### src/verilog/mem_cfg_pkg.sv
/*
 * Size and address-field constants for the data-side memory front end.
 * The TLB, the L1 arrays, the controller and the top level all take
 * their widths from here through scoped names.
 */

`default_nettype none

package mem_cfg_pkg;

    // ==================================================================
    // Address translation
    // ==================================================================
    localparam int unsigned VADDR_W       = 32;
    localparam int unsigned PADDR_W       = 24;
    localparam int unsigned PAGE_OFFSET_W = 12;  // 4 KB pages
    localparam int unsigned VPN_W         = 20;
    localparam int unsigned PPN_W         = 12;
    localparam int unsigned TLB_IDX_W     = 4;   // 16 direct-indexed entries

    // ==================================================================
    // L1 data cache, one 64-bit word per line
    // ==================================================================
    localparam int unsigned DATA_W        = 64;
    localparam int unsigned WORD_OFFSET_W = 3;   // Byte bits inside a word
    localparam int unsigned SET_IDX_W     = 4;   // paddr[6:3]
    localparam int unsigned TAG_W         = 17;  // paddr[23:7]
    localparam int unsigned NUM_WAYS      = 2;

endpackage

`default_nettype wire

### src/verilog/mem_types_pkg.sv
/*
 * Response status encoding and TLB permission field layout.
 * Shared by the TLB, the cache controller and the top level.
 */

`default_nettype none

package mem_types_pkg;

    // Outcome of one request
    typedef enum logic [1:0] {
        STATUS_OK         = 2'd0,
        STATUS_TLB_MISS   = 2'd1,
        STATUS_PERM_FAULT = 2'd2
    } resp_status_t;

    // ==================================================================
    // Permission field of a TLB entry
    // ==================================================================
    localparam int unsigned PERM_W     = 3;
    localparam int unsigned PERM_READ  = 0;  // Loads allowed
    localparam int unsigned PERM_WRITE = 1;  // Stores allowed
    localparam int unsigned PERM_USER  = 2;  // User mode may touch the page

endpackage

`default_nettype wire

### src/verilog/dtlb.sv
/*
 * Direct-indexed data TLB with 16 entries.
 * Lookup and the permission check are combinational; entries are
 * written from the fill port and take effect on the next edge.
 */

`timescale 1ns/100ps
`default_nettype none

module dtlb (
    input  logic                                 clk,
    input  logic                                 rst_n,
    input  logic [mem_cfg_pkg::VADDR_W-1:0]      lookup_vaddr,
    input  logic                                 lookup_write,
    input  logic                                 lookup_user,
    input  logic                                 tlb_wr_en,
    input  logic [mem_cfg_pkg::VPN_W-1:0]        tlb_wr_vpn,
    input  logic [mem_cfg_pkg::PPN_W-1:0]        tlb_wr_ppn,
    input  logic [mem_types_pkg::PERM_W-1:0]     tlb_wr_perm,
    output logic [mem_cfg_pkg::PADDR_W-1:0]      lookup_paddr,
    output mem_types_pkg::resp_status_t          lookup_status
);

    // Entry storage
    logic [2**mem_cfg_pkg::TLB_IDX_W-1:0] valid_q;
    logic [mem_cfg_pkg::VPN_W-1:0]        vpn_q  [2**mem_cfg_pkg::TLB_IDX_W];
    logic [mem_cfg_pkg::PPN_W-1:0]        ppn_q  [2**mem_cfg_pkg::TLB_IDX_W];
    logic [mem_types_pkg::PERM_W-1:0]     perm_q [2**mem_cfg_pkg::TLB_IDX_W];

    logic [mem_cfg_pkg::VPN_W-1:0]     vpn;
    logic [mem_cfg_pkg::TLB_IDX_W-1:0] rd_idx;
    logic [mem_cfg_pkg::TLB_IDX_W-1:0] wr_idx;
    logic [mem_types_pkg::PERM_W-1:0]  perm;
    logic                              perm_bad;

    assign vpn    = lookup_vaddr[mem_cfg_pkg::VADDR_W-1:mem_cfg_pkg::PAGE_OFFSET_W];
    assign rd_idx = vpn[mem_cfg_pkg::TLB_IDX_W-1:0];
    assign wr_idx = tlb_wr_vpn[mem_cfg_pkg::TLB_IDX_W-1:0];
    assign perm   = perm_q[rd_idx];

    // ==================================================================
    // Fill
    // ==================================================================
    always_ff @(posedge clk or negedge rst_n) begin
        if (!rst_n) begin
            valid_q <= '0;
        end else if (tlb_wr_en) begin
            valid_q[wr_idx] <= 1'b1;
        end
    end

    always_ff @(posedge clk) begin
        if (tlb_wr_en) begin
            vpn_q[wr_idx]  <= tlb_wr_vpn;
            ppn_q[wr_idx]  <= tlb_wr_ppn;
            perm_q[wr_idx] <= tlb_wr_perm;
        end
    end

    // ==================================================================
    // Lookup and permission check
    // ==================================================================
    assign perm_bad = (lookup_write ? !perm[mem_types_pkg::PERM_WRITE]
                                    : !perm[mem_types_pkg::PERM_READ])
                    || (lookup_user && !perm[mem_types_pkg::PERM_USER]);

    always_comb begin
        if (!valid_q[rd_idx] || (vpn_q[rd_idx] != vpn)) begin
            lookup_status = mem_types_pkg::STATUS_TLB_MISS;
        end else if (perm_bad) begin
            lookup_status = mem_types_pkg::STATUS_PERM_FAULT;
        end else begin
            lookup_status = mem_types_pkg::STATUS_OK;
        end
    end

    // PPN joined to the in-page offset
    assign lookup_paddr = {ppn_q[rd_idx], lookup_vaddr[mem_cfg_pkg::PAGE_OFFSET_W-1:0]};

endmodule

`default_nettype wire

### src/verilog/l1_dcache_arrays.sv
/*
 * Storage of the 2-way L1 data cache: tags, valid bits, data words and
 * one LRU bit per set. Reads and hit detection are combinational; fills
 * and hit updates are written on the clock edge.
 */

`timescale 1ns/100ps
`default_nettype none

module l1_dcache_arrays (
    input  logic                               clk,
    input  logic                               rst_n,
    input  logic [mem_cfg_pkg::PADDR_W-1:0]    paddr,
    input  logic                               fill_en,
    input  logic                               update_en,
    input  logic [mem_cfg_pkg::DATA_W-1:0]     wdata,
    output logic                               hit,
    output logic [mem_cfg_pkg::DATA_W-1:0]     hit_data
);

    // ==================================================================
    // Storage
    // ==================================================================
    logic [mem_cfg_pkg::NUM_WAYS-1:0][2**mem_cfg_pkg::SET_IDX_W-1:0] valid_q;
    logic [2**mem_cfg_pkg::SET_IDX_W-1:0] lru_q;  // Set bit points at the LRU way

    logic [mem_cfg_pkg::TAG_W-1:0]
        tag_q  [mem_cfg_pkg::NUM_WAYS][2**mem_cfg_pkg::SET_IDX_W];
    logic [mem_cfg_pkg::DATA_W-1:0]
        data_q [mem_cfg_pkg::NUM_WAYS][2**mem_cfg_pkg::SET_IDX_W];

    logic [mem_cfg_pkg::SET_IDX_W-1:0] set_idx;
    logic [mem_cfg_pkg::TAG_W-1:0]     tag;
    logic                              hit_way;
    logic                              fill_way;

    assign set_idx  = paddr[mem_cfg_pkg::WORD_OFFSET_W +: mem_cfg_pkg::SET_IDX_W];
    assign tag      = paddr[mem_cfg_pkg::WORD_OFFSET_W + mem_cfg_pkg::SET_IDX_W +:
                            mem_cfg_pkg::TAG_W];
    assign fill_way = lru_q[set_idx];

    // ==================================================================
    // Hit detection
    // ==================================================================
    always_comb begin
        hit     = 1'b0;
        hit_way = 1'b0;
        for (int w = 0; w < mem_cfg_pkg::NUM_WAYS; w++) begin
            if (valid_q[w][set_idx] && (tag_q[w][set_idx] == tag)) begin
                hit     = 1'b1;
                hit_way = w[0];
            end
        end
    end

    assign hit_data = data_q[hit_way][set_idx];

    // ==================================================================
    // Valid and LRU state
    // ==================================================================
    // A hit on the presented address keeps its way most recent
    always_ff @(posedge clk or negedge rst_n) begin
        if (!rst_n) begin
            valid_q <= '0;
            lru_q   <= '0;
        end else if (fill_en) begin
            valid_q[fill_way][set_idx] <= 1'b1;
            lru_q[set_idx]             <= ~fill_way;
        end else if (hit) begin
            lru_q[set_idx] <= ~hit_way;
        end
    end

    // Line contents
    always_ff @(posedge clk) begin
        if (fill_en) begin
            tag_q[fill_way][set_idx]  <= tag;
            data_q[fill_way][set_idx] <= wdata;
        end else if (update_en && hit) begin
            data_q[hit_way][set_idx] <= wdata;  // Write-through hit
        end
    end

endmodule

`default_nettype wire

### src/verilog/l1_dcache_ctrl.sv
/*
 * Request and memory-port controller of the L1 data cache.
 * Accepts one request at a time, looks it up in the TLB and the arrays,
 * fills read misses from memory, writes every store through, and
 * returns a one-cycle response.
 */

`timescale 1ns/100ps
`default_nettype none

module l1_dcache_ctrl (
    input  logic                               clk,
    input  logic                               rst_n,
    // Request and response
    input  logic                               req_valid,
    input  logic                               req_write,
    input  logic                               req_user,
    input  logic [mem_cfg_pkg::VADDR_W-1:0]    req_vaddr,
    input  logic [mem_cfg_pkg::DATA_W-1:0]     req_wdata,
    output logic                               req_ready,
    output logic                               resp_valid,
    output mem_types_pkg::resp_status_t        resp_status,
    output logic                               resp_hit,
    output logic [mem_cfg_pkg::DATA_W-1:0]     resp_rdata,
    // TLB
    output logic [mem_cfg_pkg::VADDR_W-1:0]    lookup_vaddr,
    output logic                               lookup_write,
    output logic                               lookup_user,
    input  logic [mem_cfg_pkg::PADDR_W-1:0]    tlb_paddr,
    input  mem_types_pkg::resp_status_t        tlb_status,
    // Cache arrays
    output logic [mem_cfg_pkg::PADDR_W-1:0]    cache_paddr,
    output logic                               fill_en,
    output logic                               update_en,
    output logic [mem_cfg_pkg::DATA_W-1:0]     cache_wdata,
    input  logic                               cache_hit,
    input  logic [mem_cfg_pkg::DATA_W-1:0]     cache_hit_data,
    // Memory port
    output logic                               mem_req,
    output logic                               mem_write,
    output logic [mem_cfg_pkg::PADDR_W-1:0]    mem_addr,
    output logic [mem_cfg_pkg::DATA_W-1:0]     mem_wdata,
    input  logic [mem_cfg_pkg::DATA_W-1:0]     mem_rdata,
    input  logic                               mem_ack
);

    typedef enum logic [1:0] {
        IDLE,
        LOOKUP,
        MEM_WAIT,
        RESPOND
    } ctrl_state_t;

    ctrl_state_t state_q;

    // Accepted request
    logic [mem_cfg_pkg::VADDR_W-1:0] vaddr_q;
    logic [mem_cfg_pkg::DATA_W-1:0]  wdata_q;
    logic                            write_q;
    logic                            user_q;

    logic mem_req_q;
    logic tlb_ok;
    logic read_hit;

    assign tlb_ok   = (tlb_status == mem_types_pkg::STATUS_OK);
    assign read_hit = tlb_ok && !write_q && cache_hit;

    // ==================================================================
    // State machine
    // ==================================================================
    always_ff @(posedge clk or negedge rst_n) begin
        if (!rst_n) begin
            state_q   <= IDLE;
            mem_req_q <= 1'b0;
        end else begin
            case (state_q)
                IDLE: begin
                    if (req_valid) state_q <= LOOKUP;
                end
                LOOKUP: begin
                    if (!tlb_ok || read_hit) begin
                        state_q <= RESPOND;  // Fault or read hit, no memory access
                    end else begin
                        state_q   <= MEM_WAIT;
                        mem_req_q <= 1'b1;
                    end
                end
                MEM_WAIT: begin
                    if (mem_ack) begin
                        state_q   <= RESPOND;
                        mem_req_q <= 1'b0;
                    end
                end
                default: state_q <= IDLE;  // RESPOND
            endcase
        end
    end

    // ==================================================================
    // Request and response registers
    // ==================================================================
    always_ff @(posedge clk) begin
        if (req_valid && req_ready) begin
            vaddr_q <= req_vaddr;
            wdata_q <= req_wdata;
            write_q <= req_write;
            user_q  <= req_user;
        end
        if (state_q == LOOKUP) begin
            resp_status <= tlb_status;
            resp_hit    <= tlb_ok && cache_hit;
            resp_rdata  <= read_hit ? cache_hit_data : '0;
        end else if ((state_q == MEM_WAIT) && mem_ack && !write_q) begin
            resp_rdata  <= mem_rdata;   // Read miss data
        end
    end

    assign req_ready  = (state_q == IDLE);
    assign resp_valid = (state_q == RESPOND);

    // TLB side
    assign lookup_vaddr = vaddr_q;
    assign lookup_write = write_q;
    assign lookup_user  = user_q;

    // Arrays side
    assign cache_paddr = tlb_paddr;
    assign update_en   = (state_q == LOOKUP) && tlb_ok && write_q && cache_hit;
    assign fill_en     = (state_q == MEM_WAIT) && mem_ack && !write_q;
    assign cache_wdata = write_q ? wdata_q : mem_rdata;

    // Memory port, address and data held by the request registers
    assign mem_req   = mem_req_q;
    assign mem_write = write_q;
    assign mem_addr  = tlb_paddr;
    assign mem_wdata = wdata_q;

endmodule

`default_nettype wire

### src/verilog/mem_subsys_top.sv
/*
 * Top level of the data-side memory front end.
 * Connects the data TLB, the L1 data cache arrays and the cache
 * controller; requests enter here and misses leave on the memory port.
 */

`timescale 1ns/100ps
`default_nettype none

module mem_subsys_top (
    input  logic                               clk,
    input  logic                               rst_n,
    // Request and response
    input  logic                               req_valid,
    input  logic                               req_write,
    input  logic                               req_user,
    input  logic [mem_cfg_pkg::VADDR_W-1:0]    req_vaddr,
    input  logic [mem_cfg_pkg::DATA_W-1:0]     req_wdata,
    output logic                               req_ready,
    output logic                               resp_valid,
    output mem_types_pkg::resp_status_t        resp_status,
    output logic                               resp_hit,
    output logic [mem_cfg_pkg::DATA_W-1:0]     resp_rdata,
    // Memory port
    output logic                               mem_req,
    output logic                               mem_write,
    output logic [mem_cfg_pkg::PADDR_W-1:0]    mem_addr,
    output logic [mem_cfg_pkg::DATA_W-1:0]     mem_wdata,
    input  logic [mem_cfg_pkg::DATA_W-1:0]     mem_rdata,
    input  logic                               mem_ack,
    // TLB fill
    input  logic                               tlb_wr_en,
    input  logic [mem_cfg_pkg::VPN_W-1:0]      tlb_wr_vpn,
    input  logic [mem_cfg_pkg::PPN_W-1:0]      tlb_wr_ppn,
    input  logic [mem_types_pkg::PERM_W-1:0]   tlb_wr_perm
);

    logic [mem_cfg_pkg::VADDR_W-1:0] lookup_vaddr;
    logic                            lookup_write;
    logic                            lookup_user;
    logic [mem_cfg_pkg::PADDR_W-1:0] tlb_paddr;
    mem_types_pkg::resp_status_t     tlb_status;

    logic [mem_cfg_pkg::PADDR_W-1:0] cache_paddr;
    logic                            fill_en;
    logic                            update_en;
    logic [mem_cfg_pkg::DATA_W-1:0]  cache_wdata;
    logic                            cache_hit;
    logic [mem_cfg_pkg::DATA_W-1:0]  cache_hit_data;

    dtlb u_dtlb (
        .clk           (clk),
        .rst_n         (rst_n),
        .lookup_vaddr  (lookup_vaddr),
        .lookup_write  (lookup_write),
        .lookup_user   (lookup_user),
        .tlb_wr_en     (tlb_wr_en),
        .tlb_wr_vpn    (tlb_wr_vpn),
        .tlb_wr_ppn    (tlb_wr_ppn),
        .tlb_wr_perm   (tlb_wr_perm),
        .lookup_paddr  (tlb_paddr),
        .lookup_status (tlb_status)
    );

    l1_dcache_arrays u_arrays (
        .clk       (clk),
        .rst_n     (rst_n),
        .paddr     (cache_paddr),
        .fill_en   (fill_en),
        .update_en (update_en),
        .wdata     (cache_wdata),
        .hit       (cache_hit),
        .hit_data  (cache_hit_data)
    );

    l1_dcache_ctrl u_ctrl (
        .clk            (clk),
        .rst_n          (rst_n),
        .req_valid      (req_valid),
        .req_write      (req_write),
        .req_user       (req_user),
        .req_vaddr      (req_vaddr),
        .req_wdata      (req_wdata),
        .req_ready      (req_ready),
        .resp_valid     (resp_valid),
        .resp_status    (resp_status),
        .resp_hit       (resp_hit),
        .resp_rdata     (resp_rdata),
        .lookup_vaddr   (lookup_vaddr),
        .lookup_write   (lookup_write),
        .lookup_user    (lookup_user),
        .tlb_paddr      (tlb_paddr),
        .tlb_status     (tlb_status),
        .cache_paddr    (cache_paddr),
        .fill_en        (fill_en),
        .update_en      (update_en),
        .cache_wdata    (cache_wdata),
        .cache_hit      (cache_hit),
        .cache_hit_data (cache_hit_data),
        .mem_req        (mem_req),
        .mem_write      (mem_write),
        .mem_addr       (mem_addr),
        .mem_wdata      (mem_wdata),
        .mem_rdata      (mem_rdata),
        .mem_ack        (mem_ack)
    );

endmodule

`default_nettype wire

### config.mk
export PLATFORM = sky130hd
export DESIGN_NAME = mem_subsys_top
export DESIGN_NICKNAME = d
export VERILOG_FILES = /design/src/verilog/mem_cfg_pkg.sv /design/src/verilog/mem_types_pkg.sv /design/src/verilog/dtlb.sv /design/src/verilog/l1_dcache_arrays.sv /design/src/verilog/l1_dcache_ctrl.sv /design/src/verilog/mem_subsys_top.sv
export SDC_FILE = /design/constraint.sdc
export NUM_CORES = 2
export LEC_CHECK = 0
export ABC_AREA = 1
export BUFFER_PORTS_ARGS = -buffer_cell sky130_fd_sc_hd__buf_2
export CAP_MARGIN = 0
export CORE_UTILIZATION = 30
export DETAILED_ROUTE_END_ITERATION = 16
export PLACE_DENSITY_LB_ADDON = 0.05
export SYNTH_ARGS = -nofsm -noshare
export SYNTH_HDL_FRONTEND = slang
export SYNTH_SLANG_ARGS = --single-unit
### constraint.sdc
create_clock -name clk -period 6.8 [get_ports clk]
set_input_delay 1.36 -clock clk [delete_from_list [all_inputs] [get_ports clk]]
set_output_delay 1.36 -clock clk [all_outputs]
set_load 0.05 [all_outputs]
==> reports/metrics.yaml <==
status:
  status: "completed"
drt:
  via_per_inst: 4.97
  vias: 89226
  firstDrtPassIters: 7
  route.detailed.drc: 0
  drt_iter0_markers: 7303
  wirelength_um: 480000
  ant_nets: 0
  wl_per_cell_um: 26.7
clock_network:
  clkSinkCount: 3388
  cts-buffers-inserted: 403
  hold_buffers: 0
  insertion_delay_ns: 0.99
  h-tree-depth: 5
  postCtsSetupBuffers: 0
  ctsResizeCount: 0
  root_buffer: "clkbuf_16"
  cts.reportedPaths.clkPinSlew_ns: 0.06
  max-clock-path-buffers: 4
  cts_tree: "yes"
die:
  dieArea_sq_um: 455000
  rows: 246
  core_area_sq_um: 450000
  die_h_um: 675
  ios: 361
  start_util_pct: 30.2
  die_w_um: 675
min_path:
  hp-class: "in2async"
logic_synthesis:
  ys_seq_area_share_pct: 74.7
  synth_nets: 11394
  syn_inst: 11187
  syn_avg_cell_area_sq_um: 12.1
  yosys.cell_types.count: 43
  yosys_warnings: 0
  synth-seq-cells: 3388
  synth_area_sq_um: 136000
  synth_ff_type: "edfxtp_1"
  synth-edff-count: 3317
  synthArstFlopShare_pct: 1.98
timing:
  rsz0062_at_grt: "false"
  min_period_over_period_pct: 89.2
  finalCriticalPeriod_ns: 6.07
  worst_clock_skew_ns: 0.0756
  finalMaxSlewViolations: 0
  hold_violations: 0
  tns_ns: 0
  setup_viol: 0
  hold_ws_ns: 0.191
  tightest_slew_ns: 1.25
  fmax_mhz: 165
  slew_headroom_pct: 16.8
critical_path:
  critPathMaxStageDelay_ns: 0.60
  worstSetupPathType: "reg2reg"
  r2r_setup_slack_ns: 0.73
  cp_cell_sequence: "clkinv_2 > buf_4 > nor2_1 > o21ai_0 > nand3_1 > nand3_1 > nand2_1 > buf_4 > o21ai_0 > nor2_1 > nand2_1 > nor2_4 > buf_4 > buf_12 > buf_4 > nand3_1 > nand3_1 > nand2_1 > nor2_1 > nor2_1 > nor2_1 > nand3_1 > nand2_1"
  crit_end: "u_ctrl.resp_rdata[42]"
  setup.worst_path.start_class: "flip-flop"
  reg2reg_to: "u_ctrl.resp_rdata[42]"
  crit_fanout: 40
  end_kind: "flip-flop"
  required_ns: 7.62
  worst_r2r_path_depth: 23
  slowest_stage: "clkinv_2"
  crit_arrival_ns: 6.89
grt:
  first_global_vias: 88815
  grt_max_degree: 150
  globalRouteMet1Util_pct: 29.1
  grt.total_usage_pct: 20.6
  antenna_found_initial: 32
  grt_use_met2_pct: 33.9
  use_met3_pct: 2.14
  top_usage_layer: "met2"
  grt_pass1_wl_um: 681000
  gr-total-overflow: 0
final_layout:
  fin_nets: 11863
  syn_to_final_growth_pct: 17.5
  mostFrequentLayoutCells: "edfxtp_1 (3317), nand2_1 (3085), nand3_1 (1988)"
  design_area_sq_um: 160000
  layout-drive-gt1-share_pct: 12.3
  mostFrequentLayoutCell: "edfxtp_1"
  fillers: 44019
power:
  p_comb_share_pct: 16.9
  powerDensity_nw_per_um2: 344
  leakage_uw: 0.0568
  p_int_uw: 38500
  p_sw_uw: 16500
  sw_frac_of_total_pct: 30.0
  clkPwrFrac_pct: 37.9
  vdd_drop_max_uv: 209
  seq_power_share_pct: 45.3
place:
  placed_area_sq_um: 147000
  globalplace.congestion: 0.774
  portBuffers: 360
  dp_hpwl_um: 268000
run:
  max_cap_violations: 0
critical path: cells and delay by family (launching register included):
family | cells | cell delay [ns]
AND/OR/NAND/NOR | 15 | 2.73
buffers and inverters | 6 | 2.44
flip-flops | 1 | 0.36
AO/OA/AOI/OAI | 2 | 0.20
kinds of logic (layout without fill, tap and decap cells):
| kind of cell | count (synthesis) | count (layout) | share of synthesized area, % |
|---|---|---|---|
| compound gates | 675 | 675 | 3.04 |
| xor+xnor | 16 | 16 | 0.103 |
| fa+ha+maj | 5 | 5 | 0.0461 |
| buf+inv | 873 | 1677 | 2.76 |
| flops | 3388 | 3388 | 74.7 |
| mux | 4 | 4 | 0.0295 |
| other cells | 0 | 6 | 0 |
| simple gates | 6226 | 6226 | 19.4 |
sequential cells by signal, indices dropped and copies added, names as in the netlist, named ones only:
name,count
u_arrays.data_q,2048
u_arrays.lru_q,16
u_arrays.tag_q,544
u_arrays.valid_q,32
u_ctrl.lookup_user,1
u_ctrl.lookup_vaddr,32
u_ctrl.lookup_write,1
u_ctrl.mem_req,1
u_ctrl.mem_wdata,64
u_ctrl.resp_hit,1
u_ctrl.resp_rdata,64
u_ctrl.resp_status,2
u_ctrl.state_q,2
u_dtlb.perm_q,48
u_dtlb.ppn_q,192
u_dtlb.valid_q,16
u_dtlb.vpn_q,320
synthesized netlist by cell type, types with 3 or more instances:
cell	n	area share, %
o22ai_1	15	0.069
a21o_1	7	0.039
ha_1	5	0.046
xnor2_1	5	0.032
a22oi_1	149	0.82
nor2_1	962	2.7
xor2_1	11	0.071
o221ai_1	12	0.077
buf_1	48	0.13
o211ai_1	88	0.49
o21ai_1	5	0.018
buf_2	289	1.1
buf_6	3	0.025
nand3b_1	13	0.072
inv_2	8	0.022
nand4_1	106	0.49
a21oi_1	69	0.25
inv_1	162	0.45
clkinv_1	4	0.011
nand2_2	4	0.018
nand3_1	1988	7.3
clkbuf_1	336	0.93
a31oi_1	33	0.15
or2_2	31	0.14
buf_4	22	0.12
edfxtp_1	3317	73
nand2_1	3110	8.6
dfxtp_1	4	0.059
dfrtp_1	67	1.2
a32o_1	4	0.029
mux2i_1	4	0.029
o21ai_0	290	1.1
area by class of cell:
class	instances	area [sq um]	area share, %
repair buffers	762	6220	3.90
inverters	175	791	0.496
diodes	6	15.0	0.00941
multi-input cells	6926	31200	19.5
well taps	5952	7450	4.67
clock buffers	507	10700	6.69
clock inverters	233	1870	1.17
flip-flops and latches	3388	101000	63.5
metal layers:
layer,part of all wire [%],wire [um],vias to the layer above
li1,-,-,40744
met1,46,223000,45772
met2,47,227000,2102
met3,3.8,18500,598
met4,2.3,11000,10
met5,0.014,69,-
power by group through the flow:
stage | clock [uW] | combinational, uW | sequential (uW)
floorplan | 0 | 4540 | 25900
global placement | 0 | 9440 | 25300
detailed placement | 0 | 9460 | 25300
CTS | 21400 | 9480 | 24900
global route | 22100 | 10100 | 24900
finish | 20800 | 9280 | 24900
per-stage QoR:
| step | worst slack [ns] | total power, uW | instances | utilization [%] |
|---|---|---|---|---|
| detailed placement | 0.698 | 34800 | 17203 | 32.7 |
| global placement | 0.676 | 34800 | 17203 | 32.7 |
| finish | 0.734 | 55000 | 17949 | 35.5 |
| floorplan | 0.359 | 30500 | 11187 | - |
| global route | 0.474 | 57100 | 17948 | 35.5 |
| CTS | 0.636 | 55700 | 17943 | 35.5 |
worst min-delay path by stage:
stage / from / endpoint / cells past startpoint
finish: rst_n / u_dtlb.valid_q[13] / 1
floorplan: u_dtlb.valid_q[10] / u_dtlb.valid_q[10] / 2
global placement: u_arrays.valid_q[27] / u_arrays.valid_q[27] / 2
detailed placement: u_dtlb.valid_q[9] / u_dtlb.valid_q[9] / 2
global route: rst_n / u_dtlb.valid_q[13] / 1
CTS: rst_n / u_dtlb.valid_q[13] / 1
No activity file was read; power rests on OpenSTA's default activity.
